[src/source/ext_periph_pkg.sv]
// Shared widths, address map, register offsets and sequencer states
// for the external peripheral block. Imported by every RTL file.
package ext_periph_pkg;

  localparam int unsigned ADDR_WIDTH = 12;
  localparam int unsigned DATA_WIDTH = 32;
  localparam int unsigned CNT_WIDTH  = 16;

  // Offset bits inside one target region of 0x100 bytes
  localparam int unsigned REGION_WIDTH = 8;

  typedef logic [ADDR_WIDTH-1:0] addr_t;
  typedef logic [DATA_WIDTH-1:0] data_t;
  typedef logic [CNT_WIDTH-1:0]  cnt_t;

  // Target base addresses
  localparam addr_t PWR_BASE  = 12'h000;
  localparam addr_t GPIO_BASE = 12'h100;

  // Power control registers
  localparam addr_t PWR_CTRL_OFS   = 12'h000;
  localparam addr_t PWR_STATUS_OFS = 12'h004;

  // GPIO counter registers
  localparam addr_t GPIO_MAX_OFS   = 12'h000;
  localparam addr_t GPIO_COUNT_OFS = 12'h004;
  localparam cnt_t  GPIO_MAX_RESET = 16'd4;

  typedef enum logic [2:0] {
    PWR_OFF,
    PWR_SW_ON,
    PWR_RST_REL,
    PWR_ISO_REL,
    PWR_ON,
    PWR_ISO_SET,
    PWR_RST_SET,
    PWR_SW_OFF
  } pwr_state_e;

endpackage

[src/source/reg_bus_if.sv]
// Zero-wait register bus. The host drives a request in any cycle with valid
// high; the device answers with rdata and error in the same cycle.
interface reg_bus_if import ext_periph_pkg::*; ();

  logic  valid;
  logic  write;
  addr_t addr;
  data_t wdata;
  data_t rdata;
  logic  error;

  modport host (
    output valid,
    output write,
    output addr,
    output wdata,
    input  rdata,
    input  error
  );

  modport device (
    input  valid,
    input  write,
    input  addr,
    input  wdata,
    output rdata,
    output error
  );

endinterface

[src/source/reg_demux.sv]
// Routes one host register bus to the power and GPIO targets by address.
// Unmapped accesses return error with zero data and reach no target.
module reg_demux import ext_periph_pkg::*; (
  input  logic      clk_i,
  input  logic      rst_n_i,
  reg_bus_if.device host_bus,
  reg_bus_if.host   pwr_bus,
  reg_bus_if.host   gpio_bus
);

  logic [ADDR_WIDTH-REGION_WIDTH-1:0] region;
  logic                               sel_pwr;
  logic                               sel_gpio;
  addr_t                              local_addr;

  assign region   = host_bus.addr[ADDR_WIDTH-1:REGION_WIDTH];
  assign sel_pwr  = (region == PWR_BASE[ADDR_WIDTH-1:REGION_WIDTH]);
  assign sel_gpio = (region == GPIO_BASE[ADDR_WIDTH-1:REGION_WIDTH]);

  // Targets see offsets only
  assign local_addr = addr_t'(host_bus.addr[REGION_WIDTH-1:0]);

  assign pwr_bus.valid = host_bus.valid && sel_pwr;
  assign pwr_bus.write = host_bus.write;
  assign pwr_bus.addr  = local_addr;
  assign pwr_bus.wdata = host_bus.wdata;

  assign gpio_bus.valid = host_bus.valid && sel_gpio;
  assign gpio_bus.write = host_bus.write;
  assign gpio_bus.addr  = local_addr;
  assign gpio_bus.wdata = host_bus.wdata;

  always_comb begin
    if (sel_pwr) begin
      host_bus.rdata = pwr_bus.rdata;
      host_bus.error = pwr_bus.error;
    end else if (sel_gpio) begin
      host_bus.rdata = gpio_bus.rdata;
      host_bus.error = gpio_bus.error;
    end else begin
      // Outside both regions
      host_bus.rdata = '0;
      host_bus.error = host_bus.valid;
    end
  end

  a_one_target: assert property (
    @(posedge clk_i) disable iff (!rst_n_i)
    !(pwr_bus.valid && gpio_bus.valid)
  );

endmodule

[src/source/power_ctrl_regs.sv]
// Power-domain register block: one on-request bit per domain in the control
// register, and a read-only status register fed back by the sequencers.
module power_ctrl_regs import ext_periph_pkg::*; #(
  parameter int unsigned NUM_DOMAINS = 2
) (
  input  logic                   clk_i,
  input  logic                   rst_n_i,
  reg_bus_if.device              bus,
  output logic [NUM_DOMAINS-1:0] on_req_o,
  input  logic [NUM_DOMAINS-1:0] on_status_i
);

  logic [NUM_DOMAINS-1:0] ctrl_q;
  logic                   hit_ctrl;
  logic                   hit_status;

  assign hit_ctrl   = (bus.addr == PWR_CTRL_OFS);
  assign hit_status = (bus.addr == PWR_STATUS_OFS);

  // All domains requested off after reset
  always_ff @(posedge clk_i) begin
    if (!rst_n_i) begin
      ctrl_q <= '0;
    end else if (bus.valid && bus.write && hit_ctrl) begin
      ctrl_q <= bus.wdata[NUM_DOMAINS-1:0];
    end
  end

  always_comb begin
    if (hit_ctrl) begin
      bus.rdata = data_t'(ctrl_q);
    end else if (hit_status) begin
      bus.rdata = data_t'(on_status_i);
    end else begin
      bus.rdata = '0;
    end
  end

  // Status writes are dropped silently, unknown offsets flag an error
  assign bus.error = bus.valid && !(hit_ctrl || hit_status);

  assign on_req_o = ctrl_q;

endmodule

[src/source/power_seq.sv]
// Sequencer for one external power domain. Orders switch, reset and
// isolation on power-up and power-down, waiting for the switch acknowledge.
module power_seq import ext_periph_pkg::*; (
  input  logic clk_i,
  input  logic rst_n_i,
  input  logic on_req_i,
  input  logic switch_ack_i,
  output logic switch_o,
  output logic iso_o,
  output logic dom_rst_n_o,
  output logic on_o
);

  pwr_state_e state_q;
  pwr_state_e state_d;

  always_ff @(posedge clk_i) begin
    if (!rst_n_i) begin
      state_q <= PWR_OFF;
    end else begin
      state_q <= state_d;
    end
  end

  // Requests are sampled only in PWR_OFF and PWR_ON
  always_comb begin
    state_d = state_q;
    case (state_q)
      PWR_OFF:     if (on_req_i) state_d = PWR_SW_ON;
      PWR_SW_ON:   state_d = switch_ack_i ? PWR_ISO_REL : PWR_RST_REL;
      PWR_RST_REL: if (switch_ack_i) state_d = PWR_ISO_REL;
      PWR_ISO_REL: state_d = PWR_ON;
      PWR_ON:      if (!on_req_i) state_d = PWR_ISO_SET;
      PWR_ISO_SET: state_d = PWR_RST_SET;
      PWR_RST_SET: state_d = PWR_SW_OFF;
      PWR_SW_OFF:  if (!switch_ack_i) state_d = PWR_OFF;
      default:     state_d = PWR_OFF;
    endcase
  end

  // RST_REL waits for ack, ISO_REL has reset out but isolation still on
  always_comb begin
    switch_o    = 1'b1;
    dom_rst_n_o = 1'b0;
    iso_o       = 1'b1;
    case (state_q)
      PWR_OFF,
      PWR_SW_OFF: switch_o = 1'b0;
      PWR_ISO_REL,
      PWR_ISO_SET: dom_rst_n_o = 1'b1;
      PWR_ON: begin
        dom_rst_n_o = 1'b1;
        iso_o       = 1'b0;
      end
      default: ;
    endcase
  end

  assign on_o = (state_q == PWR_ON);

  a_iso_when_off: assert property (
    @(posedge clk_i) disable iff (!rst_n_i)
    !switch_o |-> iso_o
  );

  a_rst_when_off: assert property (
    @(posedge clk_i) disable iff (!rst_n_i)
    !switch_o |-> !dom_rst_n_o
  );

endmodule

[src/source/gpio_cnt.sv]
// Counts rising edges on gpio_i and toggles gpio_o each time the programmed
// limit is reached. Limit and current count are reachable over the bus.
module gpio_cnt import ext_periph_pkg::*; (
  input  logic      clk_i,
  input  logic      rst_n_i,
  reg_bus_if.device bus,
  input  logic      gpio_i,
  output logic      gpio_o
);

  cnt_t max_q;
  cnt_t count_q;
  cnt_t count_inc;
  cnt_t limit;
  logic gpio_q;
  logic edge_seen;
  logic hit_max;
  logic hit_count;

  assign edge_seen = gpio_i && !gpio_q;
  assign count_inc = count_q + cnt_t'(1);
  // Zero limit behaves as one
  assign limit     = (max_q == '0) ? cnt_t'(1) : max_q;

  assign hit_max   = (bus.addr == GPIO_MAX_OFS);
  assign hit_count = (bus.addr == GPIO_COUNT_OFS);

  always_ff @(posedge clk_i) begin
    if (!rst_n_i) begin
      max_q   <= GPIO_MAX_RESET;
      count_q <= '0;
      gpio_q  <= 1'b0;
      gpio_o  <= 1'b0;
    end else begin
      gpio_q <= gpio_i;
      if (bus.valid && bus.write && hit_max) begin
        max_q <= bus.wdata[CNT_WIDTH-1:0];
      end
      if (edge_seen) begin
        if (count_inc >= limit) begin
          count_q <= '0;
          gpio_o  <= !gpio_o;
        end else begin
          count_q <= count_inc;
        end
      end
    end
  end

  always_comb begin
    if (hit_max) begin
      bus.rdata = data_t'(max_q);
    end else if (hit_count) begin
      bus.rdata = data_t'(count_q);
    end else begin
      bus.rdata = '0;
    end
  end

  assign bus.error = bus.valid && !(hit_max || hit_count);

endmodule

[src/source/ext_periph_top.sv]
// External peripheral block top level. Plain register bus and pin ports,
// internally a demux feeding power-domain control and the GPIO counter.
module ext_periph_top import ext_periph_pkg::*; #(
  parameter int unsigned NUM_DOMAINS = 2
) (
  input  logic                   clk_i,
  input  logic                   rst_n_i,
  input  logic                   reg_valid_i,
  input  logic                   reg_write_i,
  input  addr_t                  reg_addr_i,
  input  data_t                  reg_wdata_i,
  output data_t                  reg_rdata_o,
  output logic                   reg_error_o,
  input  logic [NUM_DOMAINS-1:0] switch_ack_i,
  output logic [NUM_DOMAINS-1:0] switch_o,
  output logic [NUM_DOMAINS-1:0] iso_o,
  output logic [NUM_DOMAINS-1:0] dom_rst_n_o,
  input  logic                   gpio_i,
  output logic                   gpio_o
);

  reg_bus_if host_bus ();
  reg_bus_if pwr_bus ();
  reg_bus_if gpio_bus ();

  logic [NUM_DOMAINS-1:0] on_req;
  logic [NUM_DOMAINS-1:0] on_status;

  assign host_bus.valid = reg_valid_i;
  assign host_bus.write = reg_write_i;
  assign host_bus.addr  = reg_addr_i;
  assign host_bus.wdata = reg_wdata_i;
  assign reg_rdata_o    = host_bus.rdata;
  assign reg_error_o    = host_bus.error;

  reg_demux reg_demux_i (
    .clk_i,
    .rst_n_i,
    .host_bus (host_bus),
    .pwr_bus  (pwr_bus),
    .gpio_bus (gpio_bus)
  );

  power_ctrl_regs #(
    .NUM_DOMAINS(NUM_DOMAINS)
  ) power_ctrl_regs_i (
    .clk_i,
    .rst_n_i,
    .bus         (pwr_bus),
    .on_req_o    (on_req),
    .on_status_i (on_status)
  );

  // One sequencer per external domain
  for (genvar d = 0; d < NUM_DOMAINS; d++) begin : g_domain
    power_seq power_seq_i (
      .clk_i,
      .rst_n_i,
      .on_req_i     (on_req[d]),
      .switch_ack_i (switch_ack_i[d]),
      .switch_o     (switch_o[d]),
      .iso_o        (iso_o[d]),
      .dom_rst_n_o  (dom_rst_n_o[d]),
      .on_o         (on_status[d])
    );
  end

  gpio_cnt gpio_cnt_i (
    .clk_i,
    .rst_n_i,
    .bus    (gpio_bus),
    .gpio_i,
    .gpio_o
  );

endmodule

[config.mk]
export PLATFORM = sky130hd
export DESIGN_NAME = ext_periph_top
export DESIGN_NICKNAME = d
export VERILOG_FILES = /design/src/source/ext_periph_pkg.sv /design/src/source/reg_bus_if.sv /design/src/source/reg_demux.sv /design/src/source/power_ctrl_regs.sv /design/src/source/power_seq.sv /design/src/source/gpio_cnt.sv /design/src/source/ext_periph_top.sv
export SDC_FILE = /design/constraint.sdc
export NUM_CORES = 1
export LEC_CHECK = 0
export BUFFER_PORTS_ARGS = -buffer_cell sky130_fd_sc_hd__buf_2
export CORE_MARGIN = 2
export CORE_UTILIZATION = 31
export CTS_CLUSTER_DIAMETER = 200
export DETAILED_ROUTE_END_ITERATION = 10
export HOLD_SLACK_MARGIN = 0.03
export REMOVE_ABC_BUFFERS = 1
export SLEW_MARGIN = 20
export SYNTH_ARGS = -nofsm -noshare
export SYNTH_HDL_FRONTEND = slang
export SYNTH_SLANG_ARGS = --single-unit
[constraint.sdc]
create_clock -name clk_i -period 3.7 [get_ports clk_i]
set_input_delay 0.555 -clock clk_i [delete_from_list [all_inputs] [get_ports clk_i]]
set_output_delay 0.555 -clock clk_i [all_outputs]
set_load 0.02 [all_outputs]
; ---- Word level (Yosys, flattened, before mapping)
; Cells that the tools add are included.
[word_totals]
reg_bits = 42
inputBits = 51
output_inout_bits = 40
word_cells = 86
[op_classes]
add_sub_neg = 1
n_lt_le_gt_ge = 1
n_eq_ne = 24
mux = 28
reduce_logical = 25
[ops]
columns = cell, n
row1 = $mux 32, 4
row2 = $mux 16, 3
row3 = $pmux 3 s8, 2
row4 = $eq 3x3->1 const B, 8
row5 = $mux 3, 8
row6 = $add 16x1->16 const B, 1
row7 = $ge 16x16->1, 1
row8 = $logic_not 16->1, 1
row9 = $ne 2x2->1 const B, 8
row10 = $eq 3x2->1 const B, 4
row11 = $logic_not 12->1, 1
row12 = $mux 1, 10
row13 = $logic_and 1x1->1, 9
row14 = $eq 8x3->1 const B, 1
row15 = $reduce_and 4->1, 2
row16 = $eq 3x1->1 const B, 2
row17 = $logic_not 3->1, 2
row18 = $reduce_or 3->1, 2
row19 = $eq 4x1->1 const B, 1
row20 = $logic_not 4->1, 1
row21 = $reduce_or 2->1, 2
row22 = $logic_not 1->1, 3
row23 = $mux 2, 1
row24 = $reduce_and 2->1, 1
row25 = $logic_or 1x1->1, 1

; ---- Longest topological paths before layout
; Gate-level depths: netlist of run 1.
[logic_depth]
ltp_word = 6
mapped_depth = 13
mapped_depth_nobuf = 11

; ---- Modules after synthesis
; A second synthesis of run 1 with hierarchy kept.
[hier_totals]
cells_unflattened = 590
area_unflattened_um2 = 4460.5
[by_module_without_submodules]
columns = module, n_inst, cells_per_inst, area_each_um2
row1 = gpio_cnt, 1, 319, 2441.1
row2 = reg_demux, 1, 169, 1237.4
row3 = power_ctrl_regs, 1, 50, 401.6
row4 = power_seq, 2, 26, 190.2

; ---- Least setup slack after synthesis of run 1
; No wires, ideal clock.
[synth_timing]
path_kind = reg-to-reg
from = register gpio_cnt_i.count_q[0]
to = register gpio_cnt_i.count_q[10]
setup_time_ns = 0.118
t_arrival_ns = 2.837
t_required_ns = 3.582
setup_slack_ns = 0.745
stages_incl_launch_ff = 14
period_less_slack_ns = 2.955
cell_sequence = dfxtp_1 -> ha_1 -> nand3_1 -> or2_2 -> clkbuf_1 -> nor2_1 -> xnor2_1 -> ha_1 -> nand2_1 -> nor3_2 -> or4b_4 -> a31oi_4 -> buf_6 -> nor3b_1
[synth_between]
elab_chain_len = 3
[synth_rtl]
columns = item, line_no
row1 = start: declaration, gpio_cnt.sv:12  ; cnt_t count_q;
row2 = start signal: assignment, gpio_cnt.sv:44  ; count_q <= count_inc;
row3 = $add 16x1->16 *, gpio_cnt.sv:21  ; assign count_inc = count_q + cnt_t'(1);
row4 = $ge 16x16->1, gpio_cnt.sv:40  ; if (count_inc >= limit) begin
row5 = $mux 16 *, gpio_cnt.sv:40
; Mark *: on every way between the ends. The rest lies on a longest branch, timed or not.
; A chain may end at the register's enable or synchronous reset.

; ---- Worst setup path in the final report of run 1
[layout_timing]
from = register gpio_cnt_i.count_q[0]
to = register gpio_cnt_i.gpio_o
[layout_between]
elab_chain_len = 3
[layout_rtl]
columns = item, line_no
row1 = $add 16x1->16, gpio_cnt.sv:21
row2 = $ge 16x16->1, gpio_cnt.sv:40
row3 = $reduce_and 2->1 (no source line), -
row4 = end signal: assignment, gpio_cnt.sv:42  ; gpio_o <= !gpio_o;
row5 = end: declaration, gpio_cnt.sv:8  ; output logic gpio_o
; Every way passes these cells.

==> metrics.md, run 1 <==
| Metric | Value |
|---|---|
| Status | finished clean |
| Leak pwr | 0.001390 µW |
| Commonest non-fill, non-tap cell in the layout | buf_2 |
| Clock latency on the worst-skew pair | about 0.3 ns |
| Root Driver | clkbuf_8 |
| Num rows | 35 |
| Data required, critical path | 3.93 ns |
| Reg2reg end | gpio_cnt_i.gpio_o$_SDFFE_PN0P_ |
| CTS tree | yes |
| Sink Count | 42 |
| Final min period | about 3.3 ns |
| PortBufs | a little under 60 |
| Die H | 102.4 µm |
| Placeable Area | 9328 µm² |
| Post-Syn Area per Cell | 7.998 µm² |
| Max VDD drop | 0.1331 mV |
| Worst path arrival time | around 3.6 ns |
| Routability Congestion | approximately 0.8 |
| Final ANT Viol Nets | 0 |
| HP Start | gpio_cnt_i.gpio_o$_SDFFE_PN0P_ |
| NumNets Final | between 400 and 500 |
| Layout cells sized above 1 | between 10% and 20% |
| Post-synthesis to final-layout area growth | 13.39% |
| Worst rel slew slack | between 50% and 60% |
| Endpoints failing hold | 0 |
| Iter 0 DRT Violations | 97 |
| Synth top area cells | dfxtp_1, ha_1, mux2i_1 |
| Worst Reg-to-Reg Cells | 12 |
| Synth warn | 0 |
| Peak Freq | roughly 300 MHz |
| Io pins | 91 |
| Post-synthesis sequential area ratio | between 20% and 30% |
| Worst setup path class | reg2reg |
| Register bit total from synthesis | 42 |
| Most frequent cells in the layout | buf_2, dfxtp_1, nor2_1 |
| Area share of the largest cell type after synthesis | 28.04% |
| Vias | between 2000 and 3000 |
| Antenna diodes | 0 |
| R2R setup slack | 0.35 ns |
| Die width | slightly above 100 µm |
| Drt total wl | between 7000 and 8000 µm |
| Syn Inst Count | ~380 |
| Dpl hpwl | ~5500 µm |
| Starting Density | about a third |
| CTS H-tree lvls | 2 |
| R2r startpoint | gpio_cnt_i.count_q[0]$_SDFFE_PN0P_ |
| Drt pass-1 iters | 4 |
| Vias in the first global route | around 2500 |
| WHS Path Cells | 2 |
| GRT overflow | 0 |
| Setup TNS | 0 ns |
| CP Capture Type | flip-flop |
| GRT Overall Usage | a little over an eighth |
| Residual DRC | 0 |
| Hold EP | gpio_cnt_i.gpio_o$_SDFFE_PN0P_ |
| Post-synthesis cell area | 2999 µm² |
| Cell taking the most area after synthesis | dfxtp_1 |
| Total Power | roughly 850 µW |
| Global-route wire length before repair | approximately 12000 µm |
| Fin. max-slew vios | 0 |
| Worst-case clock buffer depth | 2 |
| CTS Buf Count | 5 |
| RSZ-0062 raised after global routing | no |
| Routed length per instance | roughly 13 µm |
| DR vias/cell | between 4 and 5 |
| Crit path launch type | flip-flop |
| Yosys cell types | 44 |
| CP Max Fanout | 7 |
| Clock skew | just over 0.008 ns |
| Pin count of the biggest net entering global routing | 44 |
| Max Cap Viol | 0 |
| Slew @ Worst Pin | between 0.6 and 0.7 ns |
| CTS resizes | 0 |
| Initial antenna violation count | 0 |
| Class of the worst hold path | reg2reg |
| Ys async rst share | 0% |
| Top_reg_cell synth | dfxtp_1 |
| Setup-failing EPs final | 0 |
| Post-synth EDFFs | 0 |
| Die Area | 10480 µm² |
| Pwr/cell area | between 200 and 300 nW/µm² |
| Final period util | between 90% and 100% |
| Clock transition at path regs | ~0.090 ns |
sequential cells by signal, summed over array words and instances, names as in the netlist:
register,flops
gpio_cnt_i.max_q,16
gpio_cnt_i.count_q,16
gpio_cnt_i.gpio_o,1
gpio_cnt_i.gpio_q,1
g_domain.power_seq_i.state_q,6
power_ctrl_regs_i.on_req_o,2
worst max-delay path by stage:
| stage | from | slack [ns] | endpoint |
|---|---|---|---|
| after detailed placement | gpio_cnt_i.count_q[0]$_SDFFE_PN0P_ | 0.23 | gpio_cnt_i.gpio_o$_SDFFE_PN0P_ |
| after floorplan | gpio_cnt_i.count_q[6]$_SDFFE_PN0P_ | 0.75 | gpio_cnt_i.gpio_o$_SDFFE_PN0P_ |
| after global routing | gpio_cnt_i.count_q[0]$_SDFFE_PN0P_ | 0.07 | gpio_cnt_i.gpio_o$_SDFFE_PN0P_ |
| after CTS | gpio_cnt_i.count_q[0]$_SDFFE_PN0P_ | 0.19 | gpio_cnt_i.gpio_o$_SDFFE_PN0P_ |
| after global placement | gpio_cnt_i.count_q[0]$_SDFFE_PN0P_ | 0.33 | gpio_cnt_i.gpio_o$_SDFFE_PN0P_ |
| final | gpio_cnt_i.count_q[0]$_SDFFE_PN0P_ | 0.35 | gpio_cnt_i.gpio_o$_SDFFE_PN0P_ |
layout make-up:
| class | instances | area, µm² |
|---|---|---|
| Clock buffer | 7 | 86.33 |
| Clock inverter | 1 | 5.005 |
| Fill cell | 1005 | 5927 |
| Inverter | 18 | 67.56 |
| Multi-Input combinational cell | 288 | 1892 |
| Sequential cell | 42 | 840.8 |
| Tap cell | 129 | 161.4 |
| Timing Repair Buffer | 64 | 347.8 |
per-stage QoR:
step           worst slack, ns  instance area [µm²]  cells  hold WS (ns)  util [%]
4_1_cts                 0.1927                 3373    547        0.4845     36.16
2_1_floorplan           0.7506                 2800    348        0.4822         -
5_1_grt                0.07364                 3401    549        0.4824     36.46
3_5_place_dp            0.2307                 3282    539        0.4825     35.18
6_report                0.3507                 3401    549        0.4887     36.46
3_3_place_gp            0.3308                 3282    539        0.4551     35.18
cells in the mapped netlist, drive strengths merged, types with 7 or more instances:
| library cell | n |
|---|---|
| buf | 30 |
| nor3b | 18 |
| xnor2 | 18 |
| mux2i | 20 |
| inv | 18 |
| xor2 | 11 |
| nor2b | 7 |
| clkbuf | 12 |
| nand3 | 9 |
| a21oi | 10 |
| o21ai | 19 |
| nor2 | 40 |
| nor3 | 10 |
| ha | 17 |
| nand4 | 7 |
| nand2 | 33 |
| a21boi | 15 |
| dfxtp | 42 |
routing by layer:
metal	global-route usage, %	wire (µm)	up-vias
li1	-	-	1330
met1	17.90	3400	1234
met2	23.53	3279	76
met3	2.941	333	2
met4	2.256	22	0
met5	0	0	-
critical path: stages (launching register included):
cell,delay [ns]
dfxtp_1,0.48
ha_1,0.25
nand3_1,0.18
nor2_1,0.30
nand3_1,0.15
xnor2_1,0.15
ha_1,0.28
nand4_1,0.18
nor3_2,0.25
or4b_4,0.51
a31oi_4,0.21
buf_12,0.15
mux2i_1,0.17
what timing repair did:
action	CTS	global route
setup endpoints to repair	0	16
hold buffers	0	0
buffers inserted	0	2
where the power goes:
part / internal (µW) / switching, µW / leakage, µW
Combinational: 30.8 / 48.0 / 0.00100
Clock: 151 / 164 / 0.0000482
Sequential: 454 / 3.49 / 0.000339
Total: 636 / 215 / 0.00139
cell families after synthesis:
family,Yosys count,share of synthesized area [%]
buf+inv,60,10.76
fa+ha+maj,17,7.092
flops,42,28.04
xor+xnor,29,8.469
other cells,1,0.1250
compound gates,59,13.77
simple gates,147,25.07
mux,20,6.675
No activity file was read; power rests on OpenSTA's default activity.
==> run 2: changes to the inputs <==
--- a/config.mk
+++ b/config.mk
@@ -7,10 +7,11 @@
 export LEC_CHECK = 0
 export BUFFER_PORTS_ARGS = -buffer_cell sky130_fd_sc_hd__buf_2
 export CORE_MARGIN = 2
-export CORE_UTILIZATION = 31
+export CORE_UTILIZATION = 52
 export CTS_CLUSTER_DIAMETER = 200
 export DETAILED_ROUTE_END_ITERATION = 10
 export HOLD_SLACK_MARGIN = 0.03
+export PLACE_DENSITY = 0.81
 export REMOVE_ABC_BUFFERS = 1
 export SLEW_MARGIN = 20
 export SYNTH_ARGS = -nofsm -noshare
==> run 2 against run 1 <==
  * Design area shrank 1.9%
  * Hold slack got worse by 0.019 ns
  * Maximum frequency fell by 3.8%
  * Combinational power barely moved
  * Largest cell class unchanged
  * Largest power group unchanged
  * Highest routed layer unchanged
==> metrics.md, run 2 (synthesized netlist as in run 1, its figures left out) <==
| Metric | Value |
|---|---|
| GRT overflow | 0 |
| Max Cap Viol | 0 |
| Leak pwr | 0.001389 µW |
| CTS resizes | 0 |
| Vias in the first global route | about 2600 |
| Max VDD drop | 0.2076 mV |
| Filler instances | 496 |
| CTS H-tree lvls | 2 |
| Endpoints failing hold | 0 |
| Multi-input logic area | around 1900 µm² |
| NumNets Final | approximately 490 |
| Iter 0 DRT Violations | 150 |
| GRT Overall Usage | 22.86% |
| Layout cells sized above 1 | roughly 18% |
| Most frequent cells in the layout | buf_2, dfxtp_1, nor2_1 |
| Worst rel slew slack | between 50% and 60% |
| Num rows | 27 |
| R2R setup slack | ~0.22 ns |
| Worst-case clock buffer depth | 2 |
| Critical path destination | gpio_cnt_i.count_q[2]$_SDFFE_PN0P_ |
| Peak Freq | between 200 and 300 MHz |
| Commonest non-fill, non-tap cell in the layout | buf_2 |
| Routability Congestion | just over 0.9 |
| Status | finished clean |
| Die H | approximately 80 µm |
| Initial antenna violation count | 0 |
| PortBufs | 58 |
| Data required, critical path | between 3 and 4 ns |
| Post-CTS Setup Bufs | 0 |
| Worst Setup SP | gpio_cnt_i.count_q[0]$_SDFFE_PN0P_ |
| Post-synthesis to final-layout area growth | 11.22% |
| Drt total wl | approximately 6800 µm |
| Placed cell area | ~3200 µm² |
| Worst Reg-to-Reg Cells | 12 |
| CP Capture Type | flip-flop |
| DR vias/cell | around 5.4 |
| Clock latency on the worst-skew pair | about 0.3 ns |
| Placeable Area | between 5000 and 6000 µm² |
| Design area | around 3300 µm² |
| Final ANT Viol Nets | 0 |
| Crit path launch type | flip-flop |
| Drt pass-1 iters | 4 |
| Die width | between 70 and 80 µm |
| Fin. max-slew vios | 0 |
| Worst path arrival time | 3.67 ns |
| Setup TNS | 0 ns |
| Final period util | 94.08% |
| Starting Density | ~54% |
| CTS Buf Count | 5 |
| Io pins | a little over 90 |
| Worst setup path class | reg2reg |
| CTS tree | yes |
| Sink Count | 42 |
| R2r startpoint | gpio_cnt_i.count_q[0]$_SDFFE_PN0P_ |
| Register area | approximately 840 µm² |
| Pwr/cell area | approximately 270 nW/µm² |
| Hold-fix buffers, CTS | 0 |
| Largest registers | gpio_cnt_i.count_q x16, gpio_cnt_i.max_q x16, g_domain.power_seq_i.state_q x6 |
| Antenna diodes | 0 |
| RSZ-0062 raised after global routing | no |
| Clock transition at path regs | roughly 0.080 ns |
| Dpl hpwl | around 5100 µm |
| Class of the worst hold path | reg2reg |
| Pin count of the biggest net entering global routing | 44 |
| Reg2reg end | gpio_cnt_i.count_q[2]$_SDFFE_PN0P_ |
| Clock skew | around 0.0035 ns |
| Fin util | 60.21% |
| Die Area | around 6400 µm² |
| Setup-failing EPs final | 0 |
| Routed length per instance | between 10 and 15 µm |
| Global-route wire length before repair | between 10000 and 15000 µm |
| Root Driver | clkbuf_8 |
| CP Max Fanout | 14 |
| Residual DRC | 0 |
| Vias | 2659 |
| Final min period | about 3.5 ns |
| Slew @ Worst Pin | roughly 0.63 ns |
-- run 2: cell types whose count changed in the layout (fill, tap and decap cells not counted) --
cell | before | now
clkinvlp_4 | 0 | 1
buf_4 | 5 | 6
bufinv_16 | 0 | 1
clkinv_2 | 1 | 0
clkbuf_8 | 6 | 5
buf_12 | 1 | 0
-- run 2: how the worst min path moves through the flow --
stage                                       from                                end  slack, ns  cells past startpoint
2_1_floorplan  gpio_cnt_i.max_q[13]$_SDFFE_PN0P_  gpio_cnt_i.max_q[13]$_SDFFE_PN0P_       0.48                      2
3_3_place_gp      gpio_cnt_i.gpio_o$_SDFFE_PN0P_     gpio_cnt_i.gpio_o$_SDFFE_PN0P_       0.46                      2
4_1_cts                                   gpio_i       gpio_cnt_i.gpio_q$_SDFF_PN0_       0.47                      2
3_5_place_dp      gpio_cnt_i.gpio_o$_SDFFE_PN0P_     gpio_cnt_i.gpio_o$_SDFFE_PN0P_       0.46                      2
5_1_grt                                   gpio_i       gpio_cnt_i.gpio_q$_SDFF_PN0_       0.48                      2
6_report          gpio_cnt_i.gpio_o$_SDFFE_PN0P_     gpio_cnt_i.gpio_o$_SDFFE_PN0P_       0.47                      2
-- run 2: power breakdown --
group / leakage [µW] / total [µW] / switching, µW / internal [µW]
Combinational: 0.000999 / 79.0 / 47.9 / 31.1
Clock: 0.0000514 / 367 / 166 / 201
Sequential: 0.000339 / 458 / 3.60 / 454
-- run 2: per-layer routing --
| metal | wire length [µm] | track usage (%) | share of wire, % |
|---|---|---|---|
| met5 | 0 | 0 | 0 |
| met4 | 102 | 7.627 | 1.5 |
| met3 | 351 | 4.638 | 5.1 |
| met2 | 3348 | 39.17 | 49 |
| met1 | 3027 | 28.43 | 44 |
-- run 2: area by class of cell --
| cell class | instances | share of cell area [%] |
|---|---|---|
| inverters | 18 | 2.026 |
| repair buffers | 64 | 10.05 |
| multi-input cells | 288 | 56.71 |
| flip-flops and latches | 42 | 25.21 |
| clock buffers | 6 | 2.176 |
| well taps | 72 | 2.701 |
| clock inverters | 2 | 1.125 |
-- run 2: through the flow --
step | hold slack, ns | total power [µW] | setup slack (ns) | cells
after global placement | 0.4600 | 544.7 | 0.4048 | 484
final | 0.4700 | 903.6 | 0.2190 | 492
after CTS | 0.4730 | 908.6 | 0.2441 | 492
after global routing | 0.4791 | 934.5 | 0.03232 | 492
after floorplan | 0.4822 | 507.3 | 0.7506 | 348
after detailed placement | 0.4641 | 546.2 | 0.3001 | 484
-- run 2: worst max-delay path, stage by stage, from the launching register on --
cell	delay, ns
dfxtp_1	0.49
ha_1	0.27
nand3_1	0.18
nor2_1	0.32
nand3_1	0.15
xnor2_1	0.17
ha_1	0.31
nand4_1	0.16
nor3_2	0.24
or4b_4	0.51
a31oi_4	0.23
buf_4	0.27
nor3b_1	0.08
